--- config.mk ---
export PLATFORM = sky130hd
export DESIGN_NAME = fdc_top
export DESIGN_NICKNAME = d
export VERILOG_FILES = /design/src/verilog/fdc_cmd_pkg.sv /design/src/verilog/fdc_disk_pkg.sv /design/src/verilog/fdc_cmd_if.sv /design/src/verilog/fdc_byte_framer.sv /design/src/verilog/fdc_host_regs.sv /design/src/verilog/fdc_seek_ctrl.sv /design/src/verilog/fdc_sector_reader.sv /design/src/verilog/fdc_top.sv
export VERILOG_INCLUDE_DIRS = /design/src /design/src/verilog
export SDC_FILE = /design/constraint.sdc
export NUM_CORES = 1
export LEC_CHECK = 0
export ABC_CLOCK_PERIOD_IN_PS = 2800
export BUFFER_PORTS_ARGS = -buffer_cell sky130_fd_sc_hd__buf_2
export CORE_MARGIN = 1.5
export CORE_UTILIZATION = 35
export CTS_BUF_LIST = sky130_fd_sc_hd__clkbuf_2
export CTS_CLUSTER_DIAMETER = 50
export CTS_CLUSTER_SIZE = 14
export DETAILED_ROUTE_END_ITERATION = 16
export GPL_TIMING_DRIVEN = 0
export RECOVER_POWER = 25
export SYNTH_ARGS = -nofsm -noshare
export SYNTH_HDL_FRONTEND = slang
export SYNTH_SLANG_ARGS = --single-unit
--- constraint.sdc ---
create_clock -name clk -period 2.8 [get_ports clk]
set_input_delay 0.56 -clock clk [delete_from_list [all_inputs] [get_ports clk]]
set_output_delay 0.56 -clock clk [all_outputs]
set_load 0.01 [all_outputs]
--- src/verilog/fdc_cfg.svh ---
// ~~~~~~~~~~~~~~~~~~~~~~~~~~~~~~~~~~~~~~~~~~~~~~~~~~~~~~~~~~~
// FDC core configuration
// Step timing in clk cycles, sector size, retry limit and
// host register addresses
// ~~~~~~~~~~~~~~~~~~~~~~~~~~~~~~~~~~~~~~~~~~~~~~~~~~~~~~~~~~~
`ifndef FDC_CFG_SVH
`define FDC_CFG_SVH

// Step pulse low time and gap before next step
`define FDC_STEP_PULSE 4
`define FDC_STEP_RATE 16
// Data field length, small for simulation
`define FDC_SECTOR_BYTES 16
// Index pulses before record not found
`define FDC_INDEX_RETRIES 5
// Host register map
`define FDC_A_CMD 2'd0
`define FDC_A_TRACK 2'd1
`define FDC_A_SECTOR 2'd2
`define FDC_A_DATA 2'd3

`endif

--- src/verilog/fdc_cmd_pkg.sv ---
// ~~~~~~~~~~~~~~~~~~~~~~~~~~~~~~~~~~~~~~~~~~~~~~~~~~~~~~~~~~~
// FDC command package
// Command classes decoded from the command byte and the
// status byte with its type I and type II views
// ~~~~~~~~~~~~~~~~~~~~~~~~~~~~~~~~~~~~~~~~~~~~~~~~~~~~~~~~~~~
package fdc_cmd_pkg;

	// Command class, taken from the high nibble
	typedef enum logic [2:0] {
		CMD_NONE,
		CMD_RESTORE,
		CMD_SEEK,
		CMD_STEP_IN,
		CMD_STEP_OUT,
		CMD_READ_SECTOR,
		CMD_FORCE_INT
	} cmd_kind_e;

	// Bit 0 of the high nibble is the update flag on step commands
	function automatic cmd_kind_e decode_cmd(logic [7:0] cmd);
		case (cmd[7:4])
			4'h0: return CMD_RESTORE;
			4'h1: return CMD_SEEK;
			4'h4, 4'h5: return CMD_STEP_IN;
			4'h6, 4'h7: return CMD_STEP_OUT;
			4'h8, 4'h9: return CMD_READ_SECTOR;
			4'hD: return CMD_FORCE_INT;
			default: return CMD_NONE;
		endcase
	endfunction

	// Type I view, head positioning
	typedef struct packed {
		logic not_ready;
		logic wprot;
		logic head_loaded;
		logic seek_err;
		logic crc_err;
		logic track0;
		logic index;
		logic busy;
	} status_type1_t;

	// Type II view, sector read
	typedef struct packed {
		logic not_ready;
		logic zero;
		logic record_type;
		logic rnf;
		logic crc_err;
		logic lost_data;
		logic drq;
		logic busy;
	} status_type2_t;

	// Same byte, decoded by the last command type
	typedef union packed {
		logic [7:0] raw;
		status_type1_t t1;
		status_type2_t t2;
	} status_t;

endpackage

--- src/verilog/fdc_disk_pkg.sv ---
// ~~~~~~~~~~~~~~~~~~~~~~~~~~~~~~~~~~~~~~~~~~~~~~~~~~~~~~~~~~~
// FDC disk side package
// Framed byte from the read stream and address mark codes
// ~~~~~~~~~~~~~~~~~~~~~~~~~~~~~~~~~~~~~~~~~~~~~~~~~~~~~~~~~~~
package fdc_disk_pkg;

	// One byte from the framer
	typedef struct packed {
		logic [7:0] data;
		// One cycle strobe
		logic valid;
		// First byte after sync
		logic mark;
	} disk_byte_t;

	// Three A1 bytes in front of every mark
	localparam logic [23:0] SYNC_WORD = 24'hA1A1A1;

	// Mark bytes following the sync
	localparam logic [7:0] MARK_IDAM = 8'hFE;
	localparam logic [7:0] MARK_DAM = 8'hFB;
	localparam logic [7:0] MARK_DDAM = 8'hF8;

endpackage

--- src/verilog/fdc_cmd_if.sv ---
// ~~~~~~~~~~~~~~~~~~~~~~~~~~~~~~~~~~~~~~~~~~~~~~~~~~~~~~~~~~~
// FDC command interface
// Command, registers and engine status between the host
// register block and the seek and read engines
// ~~~~~~~~~~~~~~~~~~~~~~~~~~~~~~~~~~~~~~~~~~~~~~~~~~~~~~~~~~~
`timescale 1ns/100ps

interface fdc_cmd_if (
	input logic clk
);
	// Register block side
	logic [7:0] cmd;
	logic start;
	logic [7:0] track;
	logic [7:0] sector;
	logic [7:0] data;

	// Seek engine side
	logic seek_busy;
	logic track_load;
	logic [7:0] track_value;
	logic seek_done;
	logic seek_err;

	// Read engine side
	logic read_busy;
	logic push;
	logic [7:0] push_byte;
	logic read_done;
	logic rnf;
	logic record_type;

	modport regs (
		input clk,
		output cmd, start, track, sector, data,
		input seek_busy, track_load, track_value, seek_done, seek_err,
		input read_busy, push, push_byte, read_done, rnf, record_type
	);

	modport seek (
		input clk, cmd, start, track, data,
		output seek_busy, track_load, track_value, seek_done, seek_err
	);

	modport read (
		input clk, cmd, start, track, sector,
		output read_busy, push, push_byte, read_done, rnf, record_type
	);

endinterface

--- src/verilog/fdc_byte_framer.sv ---
// ~~~~~~~~~~~~~~~~~~~~~~~~~~~~~~~~~~~~~~~~~~~~~~~~~~~~~~~~~~~
// FDC byte framer
// Finds the A1 A1 A1 sync in the serial read stream and
// delivers bytes, flagging the first one after sync as mark
// ~~~~~~~~~~~~~~~~~~~~~~~~~~~~~~~~~~~~~~~~~~~~~~~~~~~~~~~~~~~
`timescale 1ns/100ps

module fdc_byte_framer import fdc_disk_pkg::*; (
	input logic clk,
	input logic rst,
	input logic rd_bit,
	input logic rd_bit_valid,
	input logic index_n,
	output disk_byte_t byte_out
);

	logic [23:0] window;
	logic [23:0] window_next;
	logic [2:0] bit_cnt;
	logic locked;
	logic mark_arm;

	// Window as it looks after the current bit
	assign window_next = {window[22:0], rd_bit};

	always_ff @(posedge clk) begin
		byte_out.valid <= 1'b0;
		if (rst) begin
			window <= '0;
			bit_cnt <= '0;
			locked <= 1'b0;
			mark_arm <= 1'b0;
			byte_out.mark <= 1'b0;
		end else begin
			if (rd_bit_valid) begin
				window <= window_next;
				if (window_next == SYNC_WORD) begin
					// Sync found, realign byte boundary
					bit_cnt <= '0;
					locked <= 1'b1;
					mark_arm <= 1'b1;
				end else if (locked) begin
					bit_cnt <= bit_cnt + 3'd1;
					// Eighth bit completes a byte
					if (bit_cnt == 3'd7) begin
						byte_out.data <= window_next[7:0];
						byte_out.valid <= 1'b1;
						byte_out.mark <= mark_arm;
						mark_arm <= 1'b0;
					end
				end
			end
			// Index hole ends the current track pass
			if (!index_n)
				locked <= 1'b0;
		end
	end

endmodule

--- src/verilog/fdc_host_regs.sv ---
// ~~~~~~~~~~~~~~~~~~~~~~~~~~~~~~~~~~~~~~~~~~~~~~~~~~~~~~~~~~~
// FDC host register block
// Bus edge decode, command/track/sector/data registers,
// one byte read buffer with DRQ and lost data, and status
// ~~~~~~~~~~~~~~~~~~~~~~~~~~~~~~~~~~~~~~~~~~~~~~~~~~~~~~~~~~~
`timescale 1ns/100ps
`include "fdc_cfg.svh"

module fdc_host_regs import fdc_cmd_pkg::*; (
	input logic clk,
	input logic rst,
	input logic cs_n,
	input logic re_n,
	input logic we_n,
	input logic [1:0] addr,
	input logic [7:0] din,
	output logic [7:0] dout,
	output logic drq,
	output logic intrq,
	input logic ready_n,
	input logic wprot_n,
	input logic trk00_n,
	input logic index_n,
	fdc_cmd_if.regs cif
);

	logic re_q, we_q;
	logic wr_edge, rd_edge;
	logic busy;
	logic cmd_ok;
	logic type2;
	logic lost_data;
	logic [7:0] cmd_r, track_r, sector_r, data_r;
	status_t status;

	assign cif.cmd = cmd_r;
	assign cif.track = track_r;
	assign cif.sector = sector_r;
	assign cif.data = data_r;

	// Strobe falling edges, qualified by chip select
	assign wr_edge = !cs_n && we_q && !we_n;
	assign rd_edge = !cs_n && re_q && !re_n;
	// Start counts as busy until the engine catches up
	assign busy = cif.start | cif.seek_busy | cif.read_busy;
	// Force interrupt is taken even while busy
	assign cmd_ok = wr_edge && addr == `FDC_A_CMD &&
		(!busy || decode_cmd(din) == CMD_FORCE_INT);

	// Command register, start pulse and status view select
	always_ff @(posedge clk) begin
		re_q <= re_n;
		we_q <= we_n;
		cif.start <= 1'b0;
		if (rst) begin
			re_q <= 1'b1;
			we_q <= 1'b1;
			// Restore on the way out of reset
			cmd_r <= 8'h00;
			cif.start <= 1'b1;
			type2 <= 1'b0;
		end else if (cmd_ok) begin
			cmd_r <= din;
			cif.start <= 1'b1;
			if (decode_cmd(din) != CMD_FORCE_INT)
				type2 <= (decode_cmd(din) == CMD_READ_SECTOR);
		end
	end

	// Track, sector and data registers with the read buffer
	always_ff @(posedge clk) begin
		if (rst) begin
			track_r <= 8'd0;
			sector_r <= 8'd1;
			data_r <= 8'd0;
			drq <= 1'b0;
			lost_data <= 1'b0;
		end else begin
			if (wr_edge && addr == `FDC_A_TRACK && !busy)
				track_r <= din;
			// Engine update beats a host write
			if (cif.track_load)
				track_r <= cif.track_value;
			if (wr_edge && addr == `FDC_A_SECTOR && !busy)
				sector_r <= din;
			if (wr_edge && addr == `FDC_A_DATA)
				data_r <= din;
			if (rd_edge && addr == `FDC_A_DATA)
				drq <= 1'b0;
			if (cmd_ok) begin
				drq <= 1'b0;
				lost_data <= 1'b0;
			end
			// Unread byte gets overwritten
			if (cif.push) begin
				data_r <= cif.push_byte;
				drq <= 1'b1;
				if (drq)
					lost_data <= 1'b1;
			end
		end
	end

	// INTRQ set after an engine finishes
	always_ff @(posedge clk) begin
		if (rst)
			intrq <= 1'b0;
		else if (cif.seek_done || cif.read_done)
			intrq <= 1'b1;
		else if (cmd_ok || (rd_edge && addr == `FDC_A_CMD))
			intrq <= 1'b0;
	end

	// Status byte through the view of the last command
	always_comb begin
		status.raw = '0;
		if (type2) begin
			status.t2.not_ready = ready_n;
			status.t2.record_type = cif.record_type;
			status.t2.rnf = cif.rnf;
			status.t2.lost_data = lost_data;
			status.t2.drq = drq;
			status.t2.busy = busy;
		end else begin
			// Live drive pins
			status.t1.not_ready = ready_n;
			status.t1.wprot = !wprot_n;
			status.t1.seek_err = cif.seek_err;
			status.t1.track0 = !trk00_n;
			status.t1.index = !index_n;
			status.t1.busy = busy;
		end
	end

	// Read mux, bus idles high
	always_comb begin
		dout = 8'hFF;
		if (!cs_n && !re_n) begin
			case (addr)
				`FDC_A_CMD: dout = status.raw;
				`FDC_A_TRACK: dout = track_r;
				`FDC_A_SECTOR: dout = sector_r;
				`FDC_A_DATA: dout = data_r;
				default: dout = 8'hFF;
			endcase
		end
	end

endmodule

--- src/verilog/fdc_seek_ctrl.sv ---
// ~~~~~~~~~~~~~~~~~~~~~~~~~~~~~~~~~~~~~~~~~~~~~~~~~~~~~~~~~~~
// FDC seek controller
// Type I engine for restore, seek and step in/out, driving
// step and direction and reporting the new track
// ~~~~~~~~~~~~~~~~~~~~~~~~~~~~~~~~~~~~~~~~~~~~~~~~~~~~~~~~~~~
`timescale 1ns/100ps
`include "fdc_cfg.svh"

module fdc_seek_ctrl import fdc_cmd_pkg::*; (
	input logic clk,
	input logic rst,
	input logic trk00_n,
	output logic step_n,
	output logic dir_n,
	fdc_cmd_if.seek cif
);

	localparam logic [7:0] PULSE_LAST = 8'(`FDC_STEP_PULSE - 1);
	localparam logic [7:0] RATE_LAST = 8'(`FDC_STEP_RATE - 1);

	// Check, direction setup, pulse, settle
	typedef enum logic [2:0] {S_IDLE, S_CHECK, S_SETUP, S_PULSE, S_WAIT} state_e;

	state_e state;
	cmd_kind_e kind;
	logic [7:0] cur_track;
	logic [7:0] target;
	logic [7:0] steps;
	logic [7:0] timer;
	logic update;

	assign step_n = (state != S_PULSE);
	assign cif.seek_busy = (state != S_IDLE);

	always_ff @(posedge clk) begin
		cif.track_load <= 1'b0;
		cif.seek_done <= 1'b0;
		if (rst) begin
			state <= S_IDLE;
			dir_n <= 1'b1;
			cif.seek_err <= 1'b0;
		end else if (cif.start) begin
			kind <= decode_cmd(cif.cmd);
			update <= cif.cmd[4];
			cur_track <= cif.track;
			// Seek target sits in the data register
			target <= cif.data;
			steps <= '0;
			case (decode_cmd(cif.cmd))
				CMD_RESTORE, CMD_SEEK, CMD_STEP_IN, CMD_STEP_OUT: begin
					state <= S_CHECK;
					cif.seek_err <= 1'b0;
				end
				CMD_FORCE_INT: state <= S_IDLE;
				default: state <= state;
			endcase
		end else begin
			case (state)
				S_CHECK: begin
					timer <= '0;
					state <= S_SETUP;
					case (kind)
						CMD_RESTORE: begin
							if (!trk00_n) begin
								cif.track_load <= 1'b1;
								cif.track_value <= 8'd0;
								cif.seek_done <= 1'b1;
								state <= S_IDLE;
							end else if (steps == 8'hFF) begin
								// Track 0 never seen
								cif.seek_err <= 1'b1;
								cif.seek_done <= 1'b1;
								state <= S_IDLE;
							end else begin
								dir_n <= 1'b1;
								steps <= steps + 8'd1;
							end
						end
						CMD_SEEK: begin
							if (cur_track == target) begin
								cif.track_load <= 1'b1;
								cif.track_value <= target;
								cif.seek_done <= 1'b1;
								state <= S_IDLE;
							end else begin
								// dir_n low steps toward higher tracks
								dir_n <= (target < cur_track);
								cur_track <= (target < cur_track) ?
									cur_track - 8'd1 : cur_track + 8'd1;
							end
						end
						CMD_STEP_IN, CMD_STEP_OUT: begin
							if (steps != 8'd0) begin
								// Single step taken
								cif.track_load <= update;
								cif.track_value <= cur_track;
								cif.seek_done <= 1'b1;
								state <= S_IDLE;
							end else begin
								dir_n <= (kind == CMD_STEP_OUT);
								cur_track <= (kind == CMD_STEP_OUT) ?
									cur_track - 8'd1 : cur_track + 8'd1;
								steps <= 8'd1;
							end
						end
						default: state <= S_IDLE;
					endcase
				end
				// Direction settles one cycle ahead of the pulse
				S_SETUP: state <= S_PULSE;
				S_PULSE: begin
					timer <= timer + 8'd1;
					if (timer == PULSE_LAST) begin
						timer <= '0;
						state <= S_WAIT;
					end
				end
				S_WAIT: begin
					timer <= timer + 8'd1;
					if (timer == RATE_LAST)
						state <= S_CHECK;
				end
				default: state <= S_IDLE;
			endcase
		end
	end

endmodule

--- src/verilog/fdc_sector_reader.sv ---
// ~~~~~~~~~~~~~~~~~~~~~~~~~~~~~~~~~~~~~~~~~~~~~~~~~~~~~~~~~~~
// FDC sector reader
// Type II engine, matches the ID field against the track and
// sector registers and pushes the data field to the buffer
// ~~~~~~~~~~~~~~~~~~~~~~~~~~~~~~~~~~~~~~~~~~~~~~~~~~~~~~~~~~~
`timescale 1ns/100ps
`include "fdc_cfg.svh"

module fdc_sector_reader import fdc_cmd_pkg::*, fdc_disk_pkg::*; (
	input logic clk,
	input logic rst,
	input logic index_n,
	input logic ready_n,
	input disk_byte_t byte_in,
	fdc_cmd_if.read cif
);

	localparam logic [7:0] LAST_BYTE = 8'(`FDC_SECTOR_BYTES - 1);
	localparam logic [3:0] LAST_RETRY = 4'(`FDC_INDEX_RETRIES - 1);

	typedef enum logic [2:0] {R_IDLE, R_WAIT_ID, R_ID, R_WAIT_DAM, R_DATA, R_FINISH} state_e;

	state_e state;
	logic [2:0] id_idx;
	logic track_ok;
	logic sector_ok;
	logic [7:0] byte_cnt;
	logic [3:0] index_cnt;
	logic index_q;
	logic index_fall;
	logic searching;

	assign cif.read_busy = (state != R_IDLE);
	assign index_fall = index_q && !index_n;
	// Index pulses only count while looking for the sector
	assign searching = (state == R_WAIT_ID || state == R_ID || state == R_WAIT_DAM);

	always_ff @(posedge clk) begin
		index_q <= index_n;
		cif.push <= 1'b0;
		cif.read_done <= 1'b0;
		if (rst) begin
			state <= R_IDLE;
			cif.rnf <= 1'b0;
			cif.record_type <= 1'b0;
		end else if (cif.start) begin
			index_cnt <= '0;
			case (decode_cmd(cif.cmd))
				CMD_READ_SECTOR: begin
					cif.rnf <= 1'b0;
					cif.record_type <= 1'b0;
					// Drive not ready ends right away
					state <= ready_n ? R_FINISH : R_WAIT_ID;
				end
				CMD_FORCE_INT: state <= R_IDLE;
				default: state <= state;
			endcase
		end else if (searching && index_fall && index_cnt == LAST_RETRY) begin
			cif.rnf <= 1'b1;
			state <= R_FINISH;
		end else begin
			if (searching && index_fall)
				index_cnt <= index_cnt + 4'd1;
			case (state)
				R_WAIT_ID: begin
					if (byte_in.valid && byte_in.mark && byte_in.data == MARK_IDAM) begin
						id_idx <= '0;
						state <= R_ID;
					end
				end
				R_ID: begin
					// Track, side, sector, size, two CRC bytes
					if (byte_in.valid) begin
						id_idx <= id_idx + 3'd1;
						if (id_idx == 3'd0)
							track_ok <= (byte_in.data == cif.track);
						if (id_idx == 3'd2)
							sector_ok <= (byte_in.data == cif.sector);
						if (id_idx == 3'd5)
							state <= (track_ok && sector_ok) ? R_WAIT_DAM : R_WAIT_ID;
					end
				end
				R_WAIT_DAM: begin
					if (byte_in.valid && byte_in.mark) begin
						byte_cnt <= '0;
						if (byte_in.data == MARK_DAM || byte_in.data == MARK_DDAM) begin
							cif.record_type <= (byte_in.data == MARK_DDAM);
							state <= R_DATA;
						end else if (byte_in.data == MARK_IDAM) begin
							id_idx <= '0;
							state <= R_ID;
						end
					end
				end
				R_DATA: begin
					if (byte_in.valid) begin
						cif.push <= 1'b1;
						cif.push_byte <= byte_in.data;
						byte_cnt <= byte_cnt + 8'd1;
						if (byte_cnt == LAST_BYTE)
							state <= R_FINISH;
					end
				end
				R_FINISH: begin
					cif.read_done <= 1'b1;
					state <= R_IDLE;
				end
				default: state <= R_IDLE;
			endcase
		end
	end

endmodule

--- src/verilog/fdc_top.sv ---
// ~~~~~~~~~~~~~~~~~~~~~~~~~~~~~~~~~~~~~~~~~~~~~~~~~~~~~~~~~~~
// FDC core top level
// Host register block with seek and sector read engines fed
// by the byte framer on the serial read stream
// ~~~~~~~~~~~~~~~~~~~~~~~~~~~~~~~~~~~~~~~~~~~~~~~~~~~~~~~~~~~
`timescale 1ns/100ps

module fdc_top import fdc_disk_pkg::*; (
	input logic clk,
	input logic rst,
	// Host bus
	input logic cs_n,
	input logic re_n,
	input logic we_n,
	input logic [1:0] addr,
	input logic [7:0] din,
	output logic [7:0] dout,
	output logic drq,
	output logic intrq,
	// Drive
	output logic step_n,
	output logic dir_n,
	input logic index_n,
	input logic trk00_n,
	input logic ready_n,
	input logic wprot_n,
	// Separated read data
	input logic rd_bit,
	input logic rd_bit_valid
);

	disk_byte_t disk_byte;

	fdc_cmd_if cif (.clk(clk));

	fdc_byte_framer u_framer (
		.clk(clk),
		.rst(rst),
		.rd_bit(rd_bit),
		.rd_bit_valid(rd_bit_valid),
		.index_n(index_n),
		.byte_out(disk_byte)
	);

	fdc_host_regs u_regs (
		.clk(clk),
		.rst(rst),
		.cs_n(cs_n),
		.re_n(re_n),
		.we_n(we_n),
		.addr(addr),
		.din(din),
		.dout(dout),
		.drq(drq),
		.intrq(intrq),
		.ready_n(ready_n),
		.wprot_n(wprot_n),
		.trk00_n(trk00_n),
		.index_n(index_n),
		.cif(cif.regs)
	);

	fdc_seek_ctrl u_seek (
		.clk(clk),
		.rst(rst),
		.trk00_n(trk00_n),
		.step_n(step_n),
		.dir_n(dir_n),
		.cif(cif.seek)
	);

	fdc_sector_reader u_reader (
		.clk(clk),
		.rst(rst),
		.index_n(index_n),
		.ready_n(ready_n),
		.byte_in(disk_byte),
		.cif(cif.read)
	);

endmodule

==> reports/qor.yml <==
status: "finished with violations"
failed_checks: "negative setup slack"
dp_hpwl_mm: 15.0
vias: 6218
synthXorXnorAreaFrac_pct: 4.21
postRouteAntennaNets: 0
viasPerCell: 5.30
start_kind: "flip-flop"
skew_ns: 0.0383
num_rows: 55
yosys_warnings: 0
finalHoldViolCount: 0
synth.area.mux_share_pct: 9.60
slew_violations: 0
power_density_mw_per_mm2: 456
clock_sinks: 160
grt_max_degree: 17
clkTransAtPathRegs_ns: 0.26
p_int_uw: 2910
hp-class: "in -> reg"
crit_path_cell_trace: "nor3_4 -> and3_4 -> inv_2 -> mux4_2 -> nand2b_4 -> buf_6"
cts-root-buf: "clkbuf_2"
synth.distinct_cells: 69
drive_gt1_share_pct: 14.0
antenna_found_initial: 1
grt_pass1_vias: 5972
synth_top_family_by_area: "simple AND/OR/NAND/NOR gates"
syn_area_per_cell_sq_um: 9.93
core_sq_mm: 0.0227
final_cell_area_sq_mm: 0.00901
worst_slack_ns: -0.166
io_buffers: 30
place.gp.congestion: 0.851
setup_tns_ns: -0.317
cts-htree-levels: 4
gr-total-overflow: 0
fmax_mhz: 337
crit_path_top_delay_cell: "mux4_2"
synth.area.top_cells: "edfxtp_1 (28%), dfxtp_1 (20%), mux2i_1 (6.4%)"
firstDrtPassIters: 5
grt_pass1_wl_mm: 32.1
synth-async-reset-ratio_pct: 0
peakVddDrop_mv: 0.253
clk_path_buf_depth: 2
yosysTopAreaCell: "edfxtp_1"
drt_iter0_drc: 445
swShare_pct: 29.2
busiest_layer: "met2"
switching_power_uw: 1200
p_comb_share_pct: 9.9
relSlewSlack_pct: 13.4
slowest_delay_ns: 0.45
synth_edf_count: 77
use_met2_pct: 28.3
nets: 916
die_area_sq_mm: 0.0241
grt_usage_pct: 17.2
post-route-util_pct: 39.7
tightest_slew_ns: 1.29
met3_usage_pct: 3.31
crit_family: "simple AND/OR/NAND/NOR gates"
seqPwrFrac_pct: 61.7
crit_arrival_ns: 2.41
synth_seq_cells: 160
finalCriticalPeriod_ns: 2.97
use_met1_pct: 22.5
rsz0062_at_grt: "true"
die_w_um: 155
initial_utilization_pct: 35.8
syn_inst: 818
cts_tree: "built"
critPathKind: "reg -> out"
clk_latency_ns: 0.74
synth.cell_area_sq_mm: 0.00812
crit_buf_inv: 2
ys.flop_type: "dfxtp_1"
cp_max_fo: 3
area_growth_pct: 11.0
yosys.area.top_type_share_pct: 28.5
place_area_sq_mm: 0.00863
yosys.area_share.adder_pct: 3.39
required_ns: 2.24
setup-violations-final: 3
drc: 0
drt_wl_total_mm: 20.1
endpoint_kind: "output pin"
io_pins: 33
pwr-share-clk_pct: 28.4
wl_per_cell_um: 17.1
syn-num-nets: 861
period_share_pct: 106
die_h_um: 155
max-cap-violations: 0
yosys.area_share.simple_pct: 21.0
ys_seq_area_share_pct: 48.9
synth_compound_area_share_pct: 9.60
p_leak_uw: 0.00332
cts_inserted_buffers: 17
[path summary, 6_finish.rpt]
kind	from	endpoint	slack (ns)	cells after the start
max	u_seek.state[2]	dout[0]	-0.17	6
min	din[3]	u_regs.cif.sector[3]	0.1	3
max reg2reg	u_regs.cif.start	u_seek.steps[6]	0.20	4
min reg2reg	u_regs.cif.data[5]	u_seek.target[5]	0.47	0
[cell usage in the layout (no fill, tap or decap), drive strengths merged, types with 26 or more instances in the layout]
master	synthesis	layout
clkbuf	33	51
nand2	53	53
nand3	31	31
nor2	119	119
edfxtp	77	77
and3	26	26
o21ai	30	30
mux2i	52	52
nor3	30	30
inv	25	34
dfxtp	83	83
a21oi	32	32
xnor2	27	27
buf	9	41
[cell usage after synthesis, drive strengths merged, types with 8 or more instances]
master / number
a21oi: 32
nand4: 13
nor2: 119
inv: 25
clkbuf: 33
nand2: 53
ha: 22
nor3b: 8
a211oi: 8
xnor2: 27
mux2i: 52
nor3: 30
nand3: 31
nor2b: 10
mux2: 11
buf: 9
nand2b: 10
xor2: 12
and3: 26
edfxtp: 77
nor4: 11
dfxtp: 83
o21ai: 30
[layer usage]
metal / vias to the layer above / wire length (um)
li1: 3068 / -
met1: 3002 / 9270
met2: 121 / 9610
met3: 27 / 708
met4: 0 / 512
met5: - / 0
[state kept, by name, summed over array words and instances, names as in the netlist, 4 cells and up, named ones only]
name	flops
u_framer.byte_out	10
u_reader.index_cnt	4
u_seek.steps	8
u_seek.cur_track	8
u_seek.target	8
u_reader.cif.push_byte	8
u_seek.cif.track_value	8
u_regs.cif.data	8
u_regs.cif.sector	8
u_reader.byte_cnt	8
u_seek.timer	8
u_regs.cif.cmd	4
u_framer.window	23
u_regs.cif.track	8
[timing repair]
action                                  in CTS  in global routing
endpoints found under the setup margin      31                 16
buffers inserted                             5                  2
endpoints found under the hold margin        3                  0
pin swaps                                    3                  4
gates resized for setup                     22                  9
hold buffers                                 3                  0
[kinds of logic after synthesis]
logic type	count (synthesis)
multiplexers	69
adder cells (fa/ha/maj)	22
flip-flops	160
buffers and inverters	67
XOR/XNOR	39
AND/OR/NAND/NOR	341
AO/OA/AOI/OAI	120
[final cells by class]
class	instances	area [sq um]
Fill cell	2261	13700
Timing Repair Buffer	41	246
Clock inverter	15	121
Buffer	37	151
Tap cell	285	357
Sequential cell	160	3990
Antenna cell	2	5.00
Clock buffer	17	85.1
Multi-Input combinational cell	591	3960
Inverter	25	93.8
[worst min-delay path, stage by stage]
cell	delay, ns
buf_2	0.12
mux2i_1	0.07
nor2_1	0.08
[power by group through the flow]
stage | logic (uW) | registers, uW | clock network, uW
final | 406 | 2530 | 1170
after global routing | 444 | 2540 | 1300
after CTS | 396 | 2530 | 1210
after detailed placement | 380 | 2580 | 0
after global placement | 374 | 2580 | 0
after floorplan | 256 | 2570 | 0
[stage by stage]
stage          std cells  power, uW  worst slack (ns)  hold WS [ns]
2_1_floorplan        818       2820             0.382         0.416
3_3_place_gp        1133       2950            -0.819         0.431
3_5_place_dp        1134       2960            -0.688         0.438
4_1_cts             1170       4140            -0.210        0.0261
5_1_grt             1173       4280            -0.284        0.0247
6_report            1173       4110            -0.166        0.0995
Power figures use the tool's default switching activity.
